## config.mk

```make
export PLATFORM = sky130hd
export DESIGN_NAME = rv_core
export DESIGN_NICKNAME = d
export VERILOG_FILES = /design/src/design/rv_pkg.sv /design/src/design/rv_core.sv /design/src/design/rv_lsu.sv /design/src/design/rv_alu.sv /design/src/design/rv_decode.sv /design/src/design/rv_regfile.sv
export VERILOG_INCLUDE_DIRS = /design/src /design/src/design
export SDC_FILE = /design/constraint.sdc
export NUM_CORES = 2
export LEC_CHECK = 0
export BUFFER_PORTS_ARGS = -buffer_cell sky130_fd_sc_hd__clkbuf_2
export CORE_MARGIN = 2
export CORE_UTILIZATION = 55
export DETAILED_ROUTE_END_ITERATION = 12
export GPL_ROUTABILITY_DRIVEN = 0
export MAX_ROUTING_LAYER = met4
export PLACE_DENSITY = 0.71
export SLEW_MARGIN = 25
export SYNTH_ARGS = -nofsm -noshare
export SYNTH_HDL_FRONTEND = slang
export SYNTH_SLANG_ARGS = --single-unit
```

## constraint.sdc

```tcl
create_clock -name clk -period 85.9 [get_ports clk]
set_input_delay 4.295 -clock clk [delete_from_list [all_inputs] [get_ports clk]]
set_output_delay 4.295 -clock clk [all_outputs]
set_load 0.005 [all_outputs]
```

## src/design/rv_cfg.svh

```systemverilog
`ifndef RV_CFG_SVH
`define RV_CFG_SVH

// Datapath and register file sizing
`define RV_XLEN       32
`define RV_REG_COUNT  32
`define RV_RESET_PC   32'h0000_0000

// Major opcodes, instr[6:2]
`define RV_OPC_LOAD   5'b00000
`define RV_OPC_STORE  5'b01000
`define RV_OPC_OP     5'b01100
`define RV_OPC_OP_IMM 5'b00100
`define RV_OPC_LUI    5'b01101
`define RV_OPC_AUIPC  5'b00101
`define RV_OPC_JAL    5'b11011
`define RV_OPC_JALR   5'b11001
`define RV_OPC_BRANCH 5'b11000

`endif
```

## src/design/rv_pkg.sv

```systemverilog
`include "rv_cfg.svh"

package rv_pkg;

	typedef logic [`RV_XLEN-1:0] word_t;
	typedef logic [`RV_XLEN-1:0] addr_t;
	typedef logic [$clog2(`RV_REG_COUNT)-1:0] reg_idx_t;
	typedef logic [3:0] lane_t; // One bit per byte

	typedef enum logic [3:0] {
		alu_add, alu_sub, alu_and, alu_or, alu_xor,
		alu_slt, alu_sltu, alu_sll, alu_srl, alu_sra
	} alu_op_e;

	typedef enum logic [3:0] {
		cls_alu, cls_lui, cls_auipc, cls_jal, cls_jalr,
		cls_branch, cls_load, cls_store, cls_illegal
	} op_class_e;

	typedef enum logic [2:0] {
		st_fetch, st_decode, st_execute, st_mem, st_writeback
	} state_e;

	typedef struct packed {
		op_class_e op_class;
		alu_op_e   alu_op;
		logic [2:0] func3;     // Branch condition or access size
		reg_idx_t  rd;
		reg_idx_t  rs1;
		reg_idx_t  rs2;
		word_t     imm;        // Sign-extended already
		logic      use_imm;
		logic      writes_rd;
	} decoded_t;

	typedef struct packed {
		addr_t addr;
		word_t wdata;
		logic  wr;
		lane_t lane;
		logic  valid;
	} bus_req_t;

endpackage

```

## src/design/rv_core.sv

```systemverilog
`timescale 1ns/1ps
`include "rv_cfg.svh"

module rv_core import rv_pkg::*;
(
	input  logic     clk,
	input  logic     rst,
	output bus_req_t bus_req,
	input  word_t    bus_rdata,
	input  logic     bus_ready
);

	state_e   state;
	addr_t    pc;        // Next fetch address
	addr_t    instr_pc;  // Address of the instruction in ir
	word_t    ir;
	decoded_t dec;

	word_t op_a;
	word_t op_b;
	word_t store_val;
	word_t result;       // Value for rd

	word_t rf_a;
	word_t rf_b;
	logic  rf_we;
	word_t alu_result;
	logic  taken;
	lane_t lsu_lane;
	word_t lsu_wdata;
	word_t load_val;

	////////////////////////////////////////
	// Datapath blocks
	////////////////////////////////////////

	rv_decode decode_i (
		.instr (ir),
		.dec   (dec)
	);

	rv_regfile regfile_i (
		.clk       (clk),
		.rst       (rst),
		.rd_idx_a  (dec.rs1),
		.rd_idx_b  (dec.rs2),
		.rd_data_a (rf_a),
		.rd_data_b (rf_b),
		.wr_en     (rf_we),
		.wr_idx    (dec.rd),
		.wr_data   (result)
	);

	rv_alu alu_i (
		.alu_op (dec.alu_op),
		.func3  (dec.func3),
		.a      (op_a),
		.b      (op_b),
		.result (alu_result),
		.taken  (taken)
	);

	rv_lsu lsu_i (
		.func3     (dec.func3),
		.byte_addr (alu_result), // Operands held through mem
		.store_val (store_val),
		.rdata     (bus_rdata),
		.lane      (lsu_lane),
		.wdata     (lsu_wdata),
		.load_val  (load_val)
	);

	assign rf_we = (state == st_writeback) && dec.writes_rd;

	////////////////////////////////////////
	// Control FSM and bus driver
	////////////////////////////////////////

	// Starts in writeback so the first fetch is issued from there
	always_ff @(posedge clk or posedge rst)
	begin
		if (rst)
		begin
			state    <= st_writeback;
			pc       <= `RV_RESET_PC;
			instr_pc <= `RV_RESET_PC;
			ir       <= '0; // Decodes with writes_rd low
			bus_req  <= '0;
		end
		else
		begin
			case (state)
				st_fetch:
				if (bus_ready)
				begin
					ir            <= bus_rdata;
					instr_pc      <= pc;
					pc            <= pc + 32'd4;
					bus_req.valid <= 1'b0;
					state         <= st_decode;
				end
				st_decode:
					state <= st_execute;
				st_execute:
				begin
					state <= st_writeback;
					case (dec.op_class)
						cls_jal:  pc <= instr_pc + dec.imm;
						cls_jalr: pc <= {alu_result[`RV_XLEN-1:1], 1'b0};
						cls_branch:
						if (taken)
							pc <= instr_pc + dec.imm;
						cls_load, cls_store:
						begin
							bus_req.addr  <= {alu_result[`RV_XLEN-1:2], 2'b00};
							bus_req.wdata <= lsu_wdata;
							bus_req.wr    <= (dec.op_class == cls_store);
							bus_req.lane  <= lsu_lane;
							bus_req.valid <= 1'b1;
							state         <= st_mem;
						end
						default: ;
					endcase
				end
				st_mem:
				if (bus_ready)
				begin
					bus_req.valid <= 1'b0;
					bus_req.wr    <= 1'b0;
					state         <= st_writeback;
				end
				default: // Writeback, then request the next instruction
				begin
					bus_req.addr  <= pc;
					bus_req.wr    <= 1'b0;
					bus_req.lane  <= 4'b1111;
					bus_req.valid <= 1'b1;
					state         <= st_fetch;
				end
			endcase
		end
	end

	// Operand and result registers
	always_ff @(posedge clk)
	begin
		case (state)
			st_decode:
			begin
				op_a      <= rf_a;
				op_b      <= dec.use_imm ? dec.imm : rf_b;
				store_val <= rf_b;
			end
			st_execute:
			case (dec.op_class)
				cls_lui:           result <= dec.imm;
				cls_auipc:         result <= instr_pc + dec.imm;
				cls_jal, cls_jalr: result <= pc; // Link address, pc is instr_pc + 4 here
				default:           result <= alu_result;
			endcase
			st_mem:
			if (bus_ready && !bus_req.wr)
				result <= load_val;
			default: ;
		endcase
	end

endmodule

```

## src/design/rv_lsu.sv

```systemverilog
`timescale 1ns/1ps
`include "rv_cfg.svh"

module rv_lsu import rv_pkg::*;
(
	input  logic [2:0] func3,
	input  addr_t      byte_addr,
	input  word_t      store_val,
	input  word_t      rdata,
	output lane_t      lane,
	output word_t      wdata,
	output word_t      load_val
);

	logic [1:0] size;
	logic [1:0] offs;
	logic       unsigned_ld;
	word_t      shifted;

	assign size        = func3[1:0]; // 0 byte, 1 half, 2 word
	assign offs        = byte_addr[1:0];
	assign unsigned_ld = func3[2];

	////////////////////////////////////////
	// Store side
	////////////////////////////////////////

	always_comb
	begin
		case (size)
			2'b00:
			begin
				wdata = {4{store_val[7:0]}};
				lane  = lane_t'(4'b0001 << offs);
			end
			2'b01:
			begin
				wdata = {2{store_val[15:0]}};
				lane  = offs[1] ? 4'b1100 : 4'b0011;
			end
			default:
			begin
				wdata = store_val;
				lane  = 4'b1111;
			end
		endcase
	end

	////////////////////////////////////////
	// Load side
	////////////////////////////////////////

	assign shifted = rdata >> {offs, 3'b000}; // Addressed byte lands in bits 7:0

	always_comb
	begin
		case (size)
			2'b00:   load_val = {{(`RV_XLEN-8){shifted[7] & !unsigned_ld}}, shifted[7:0]};
			2'b01:   load_val = {{(`RV_XLEN-16){shifted[15] & !unsigned_ld}}, shifted[15:0]};
			default: load_val = rdata;
		endcase
	end

endmodule

```

## src/design/rv_alu.sv

```systemverilog
`timescale 1ns/1ps
`include "rv_cfg.svh"

module rv_alu import rv_pkg::*;
(
	input  alu_op_e    alu_op,
	input  logic [2:0] func3,
	input  word_t      a,
	input  word_t      b,
	output word_t      result,
	output logic       taken
);

	logic [4:0] shamt;
	logic       lt_s;
	logic       lt_u;

	assign shamt = b[4:0];
	assign lt_s  = $signed(a) < $signed(b);
	assign lt_u  = a < b;

	always_comb
	begin
		case (alu_op)
			alu_add:  result = a + b;
			alu_sub:  result = a - b;
			alu_and:  result = a & b;
			alu_or:   result = a | b;
			alu_xor:  result = a ^ b;
			alu_slt:  result = {{(`RV_XLEN-1){1'b0}}, lt_s};
			alu_sltu: result = {{(`RV_XLEN-1){1'b0}}, lt_u};
			alu_sll:  result = a << shamt;
			alu_srl:  result = a >> shamt;
			alu_sra:  result = word_t'($signed(a) >>> shamt); // Barrel shift, one cycle
			default:  result = a + b;
		endcase
	end

	// Branch condition
	always_comb
	begin
		case (func3)
			3'b000:  taken = (a == b);
			3'b001:  taken = (a != b);
			3'b100:  taken = lt_s;
			3'b101:  taken = !lt_s;
			3'b110:  taken = lt_u;
			3'b111:  taken = !lt_u;
			default: taken = 1'b0;
		endcase
	end

endmodule

```

## src/design/rv_decode.sv

```systemverilog
`timescale 1ns/1ps
`include "rv_cfg.svh"

module rv_decode import rv_pkg::*;
(
	input  word_t    instr,
	output decoded_t dec
);

	logic [4:0] opcode;
	logic [2:0] func3;
	logic       func7_5;
	word_t      i_imm;
	word_t      s_imm;
	word_t      b_imm;
	word_t      u_imm;
	word_t      j_imm;
	alu_op_e    arith_op;

	assign opcode  = instr[6:2];
	assign func3   = instr[14:12];
	assign func7_5 = instr[30];

	////////////////////////////////////////
	// Immediate formats
	////////////////////////////////////////

	assign i_imm = {{20{instr[31]}}, instr[31:20]};
	assign s_imm = {{20{instr[31]}}, instr[31:25], instr[11:7]};
	assign b_imm = {{20{instr[31]}}, instr[7], instr[30:25], instr[11:8], 1'b0};
	assign u_imm = {instr[31:12], 12'b0};
	assign j_imm = {{12{instr[31]}}, instr[19:12], instr[20], instr[30:21], 1'b0};

	// Integer op from func3 with func7 bit 5 picking sub and sra
	always_comb
	begin
		case (func3)
			3'b000:  arith_op = (opcode == `RV_OPC_OP && func7_5) ? alu_sub : alu_add;
			3'b001:  arith_op = alu_sll;
			3'b010:  arith_op = alu_slt;
			3'b011:  arith_op = alu_sltu;
			3'b100:  arith_op = alu_xor;
			3'b101:  arith_op = func7_5 ? alu_sra : alu_srl;
			3'b110:  arith_op = alu_or;
			default: arith_op = alu_and;
		endcase
	end

	always_comb
	begin
		dec          = '0;
		dec.func3    = func3;
		dec.rd       = instr[11:7];
		dec.rs1      = instr[19:15];
		dec.rs2      = instr[24:20];
		dec.op_class = cls_illegal;
		dec.alu_op   = alu_add; // Address arithmetic by default
		dec.imm      = i_imm;
		dec.use_imm  = 1'b0;
		case (opcode)
			`RV_OPC_OP:
			begin
				dec.op_class = cls_alu;
				dec.alu_op   = arith_op;
			end
			`RV_OPC_OP_IMM:
			begin
				dec.op_class = cls_alu;
				dec.alu_op   = arith_op;
				dec.use_imm  = 1'b1;
			end
			`RV_OPC_LUI:
			begin
				dec.op_class = cls_lui;
				dec.imm      = u_imm;
			end
			`RV_OPC_AUIPC:
			begin
				dec.op_class = cls_auipc;
				dec.imm      = u_imm;
			end
			`RV_OPC_JAL:
			begin
				dec.op_class = cls_jal;
				dec.imm      = j_imm;
			end
			`RV_OPC_JALR:
			begin
				dec.op_class = cls_jalr;
				dec.use_imm  = 1'b1;
			end
			`RV_OPC_BRANCH:
			begin
				dec.op_class = cls_branch;
				dec.imm      = b_imm;
			end
			`RV_OPC_LOAD:
			begin
				dec.op_class = cls_load;
				dec.use_imm  = 1'b1;
			end
			`RV_OPC_STORE:
			begin
				dec.op_class = cls_store;
				dec.imm      = s_imm;
				dec.use_imm  = 1'b1;
			end
			default:        dec.op_class = cls_illegal; // Runs as a no-op
		endcase
		dec.writes_rd = (dec.rd != '0) && !(dec.op_class inside
			{cls_branch, cls_store, cls_illegal});
	end

endmodule

```

## src/design/rv_regfile.sv

```systemverilog
`timescale 1ns/1ps
`include "rv_cfg.svh"

module rv_regfile import rv_pkg::*;
(
	input  logic     clk,
	input  logic     rst,
	input  reg_idx_t rd_idx_a,
	input  reg_idx_t rd_idx_b,
	output word_t    rd_data_a,
	output word_t    rd_data_b,
	input  logic     wr_en,
	input  reg_idx_t wr_idx,
	input  word_t    wr_data
);

	word_t regs [1:`RV_REG_COUNT-1]; // No storage behind x0

	always_ff @(posedge clk or posedge rst)
	begin
		if (rst)
		begin
			for (int i = 1; i < `RV_REG_COUNT; i++)
				regs[i] <= '0;
		end
		else if (wr_en && wr_idx != '0)
			regs[wr_idx] <= wr_data;
	end

	assign rd_data_a = (rd_idx_a == '0) ? '0 : regs[rd_idx_a];
	assign rd_data_b = (rd_idx_b == '0) ? '0 : regs[rd_idx_b];

endmodule

```

==> impl_metrics.tcl <==
set metrics [dict create \
    status "finished clean" \
    vias 57860 \
    p_leak_uw 0.03748 \
    syn_area_sq_mm 0.07761 \
    async_reset_ff_frac 0.9005 \
    numPortBuffers 104 \
    routedWlPerCell_um 32.69 \
    fin_crit_ns 8.279 \
    min_path_type "flip-flop to flip-flop" \
    critPathArrivalTime_ns 9.08 \
    clk_latency_ns 0.79 \
    postCtsResizedCells 0 \
    numPlacedInstances 7718 \
    dpl.hpwl_um 162500 \
    fp.dieW_um 379.6 \
    syn_inst 6167 \
    htreeDepth 4 \
    ir_drop_mv 0.02711 \
    die_h_um 379.6 \
    setup_violations 0 \
    worst_pin_slew_ns 1.213 \
    post-synth-top-area-cell "dfrtp_1" \
    min_period_over_period 0.09637 \
    dieArea_sq_mm 0.1441 \
    ys_types 95 \
    seq_area_frac_synth 0.4233 \
    slew_violations 0 \
    io_pins 105 \
    netlist_top_cells_count "1158 x dfrtp_1, 1150 x mux2_2, 629 x mux4_2, 494 x nand2_1, 459 x clkbuf_1" \
    max-slew-margin-rel 0.1913 \
    cts-root-buf "clkbuf_16" \
    synth_top_area_share 0.3734 \
    maxCapViolations 0 \
    yosysMostFrequentCell "dfrtp_1" \
    viasPerCell 7.248 \
    grt_start_max_net_pins 174 \
    fin_tns_setup_ns 0 \
    syn_avg_cell_area_sq_um 12.58 \
    final_antenna_net_count 0 \
    fin_worst_skew_ns 0.03123 \
    syn_to_final_growth_pct 9.190 \
    synthFlopType "dfrtp_1" \
    drc 0 \
    grt_usage 0.3705 \
    crit_path_end_kind "async pin" \
    antenna_found_initial 9 \
    grt_pass1_vias 56320 \
    totalWireLength_um 261000 \
    grt_first_pass_wirelength_um 384200 \
    layout.nets 6159 \
    clock_sinks 1287 \
    startpoint_type "input port" \
    power.total_uw 3276 \
    yosys-top-cells-area "dfrtp_1 37%, mux4_2 18%, mux2_2 17%, edfxtp_1 5.0%, nand2_1 2.4%" \
    cts_tree "built" \
    power.density_mw_per_mm2 38.66 \
    initial_core_util 0.5555 \
    hold_viol 0 \
    synth_nets 6334 \
    holdBufCountCts 0 \
    numCtsBuffers 137 \
    clkSlewWorstSetupHoldPaths_ns 0.06 \
    cts_buffer_depth 3 \
    cp_max_fo 105 \
    finalNonFillerCells 7982 \
    core_sq_mm 0.1397 \
    rsz0062_at_grt "false" \
    ys_ff_latch 1287 \
    fmax_mhz 120.8 \
    synth_edf_count 128 \
    dr.pass1.iters 9 \
    overflow 0 \
    postCtsSetupBuffers 0 \
    drt-initial-drc-count 8471 \
    rows 137 \
    path_class "input port to async pin" \
    final_layout_size_suffix_gt1_frac 0.3880 \
    ys_warn_count 0 \
    crit_required_ns 86.70 \
]
## per-stage QoR
| stage | setup slack [ns] | cell area [sq um] | utilization | hold slack (ns) |
|---|---|---|---|---|
| 6_report | 77.62 | 84740 | 0.6066 | 0.4729 |
| 5_1_grt | 76.90 | 84740 | 0.6065 | 0.5063 |
| 4_1_cts | 77.26 | 84500 | 0.6049 | 0.4789 |
| 3_5_place_dp | 76.45 | 79910 | 0.5720 | 0.4642 |
| 3_3_place_gp | 76.52 | 79720 | 0.5706 | 0.4581 |
| 2_1_floorplan | 48.96 | 77610 | - | 0.4523 |
## worst max-delay path, cell delays in order
cell and delay, ns:
clkbuf_2 0.12, inv_8 0.46, buf_4 0.82, buf_4 0.81, buf_4 0.77, buf_6 0.67
buf_4 0.76
## sequential cells by signal, summed over array words and instances, names as in the netlist
register / flops
pc: 32
state: 3
store_val: 32
bus_req: 70
instr_pc: 32
op_a: 32
ir: 30
regfile_i.regs: 992
result: 32
op_b: 32
## final cells by class
class	instances	area, sq um
diodes	10	25.02
clock buffers	205	4103
clock inverters	38	486.7
fillers	10660	54970
inverters	116	442.9
multi-input cells	4178	42400
flip-flops and latches	1287	32890
well taps	1876	2347
repair buffers	272	2046
## placed cells by master (no fill, tap or decap), drive strengths merged, types with 18 or more instances in the layout
master	count
a211oi	44
a21o	50
a21oi	220
a221oi	63
a22o	55
a22oi	22
a31oi	22
and2	27
and3	26
buf	168
clkbuf	309
clkinv	20
dfrtp	1158
edfxtp	128
ha	129
inv	122
mux2	1161
mux2i	97
mux4	629
nand2	495
nand2b	25
nand3	57
nor2	302
nor2b	34
nor3	61
nor4	20
o211ai	30
o21ai	201
o221ai	18
o22ai	34
o31ai	26
or3	23
xnor2	28
## power breakdown
group	internal (uW)	switching (uW)	total (uW)
registers	796	226	1020
logic	654	988	1640
clock network	358	254	612
## final timing paths
check / endpoint / slack (ns) / start / cells after the start
min in group asynchronous: bus_req[60] / 3.61 / rst / 2
max in group clk: pc[26] / 79.29 / bus_ready / 11
setup / recovery: regfile_i.regs[661] / 77.62 / rst / 7
setup reg to reg: result[21] / 79.51 / op_b[1] / 13
hold reg to reg: bus_req[9] / 0.47 / bus_req[9] / 2
hold / removal: bus_req[9] / 0.47 / bus_req[9] / 2
## kinds of logic after synthesis
family,share of synthesized area
XOR/XNOR,0.004853
multiplexers,0.3636
AND/OR/NAND/NOR,0.06441
flip-flops,0.4233
AO/OA/AOI/OAI,0.08746
buffers and inverters,0.03487
adder cells (fa/ha/maj),0.02157
## per-layer routing
metal | vias to the layer above | share of wire | routed length (um) | track usage
met1 | 29720 | 0.37 | 96720 | 0.4835
met2 | 3999 | 0.44 | 113900 | 0.5260
li1 | 23190 | - | - | -
met4 | 0 | 0.068 | 17770 | 0.2024
met3 | 955 | 0.12 | 32590 | 0.1030
met5 | - | 0 | 0 | -
Power figures use the tool's default switching activity.
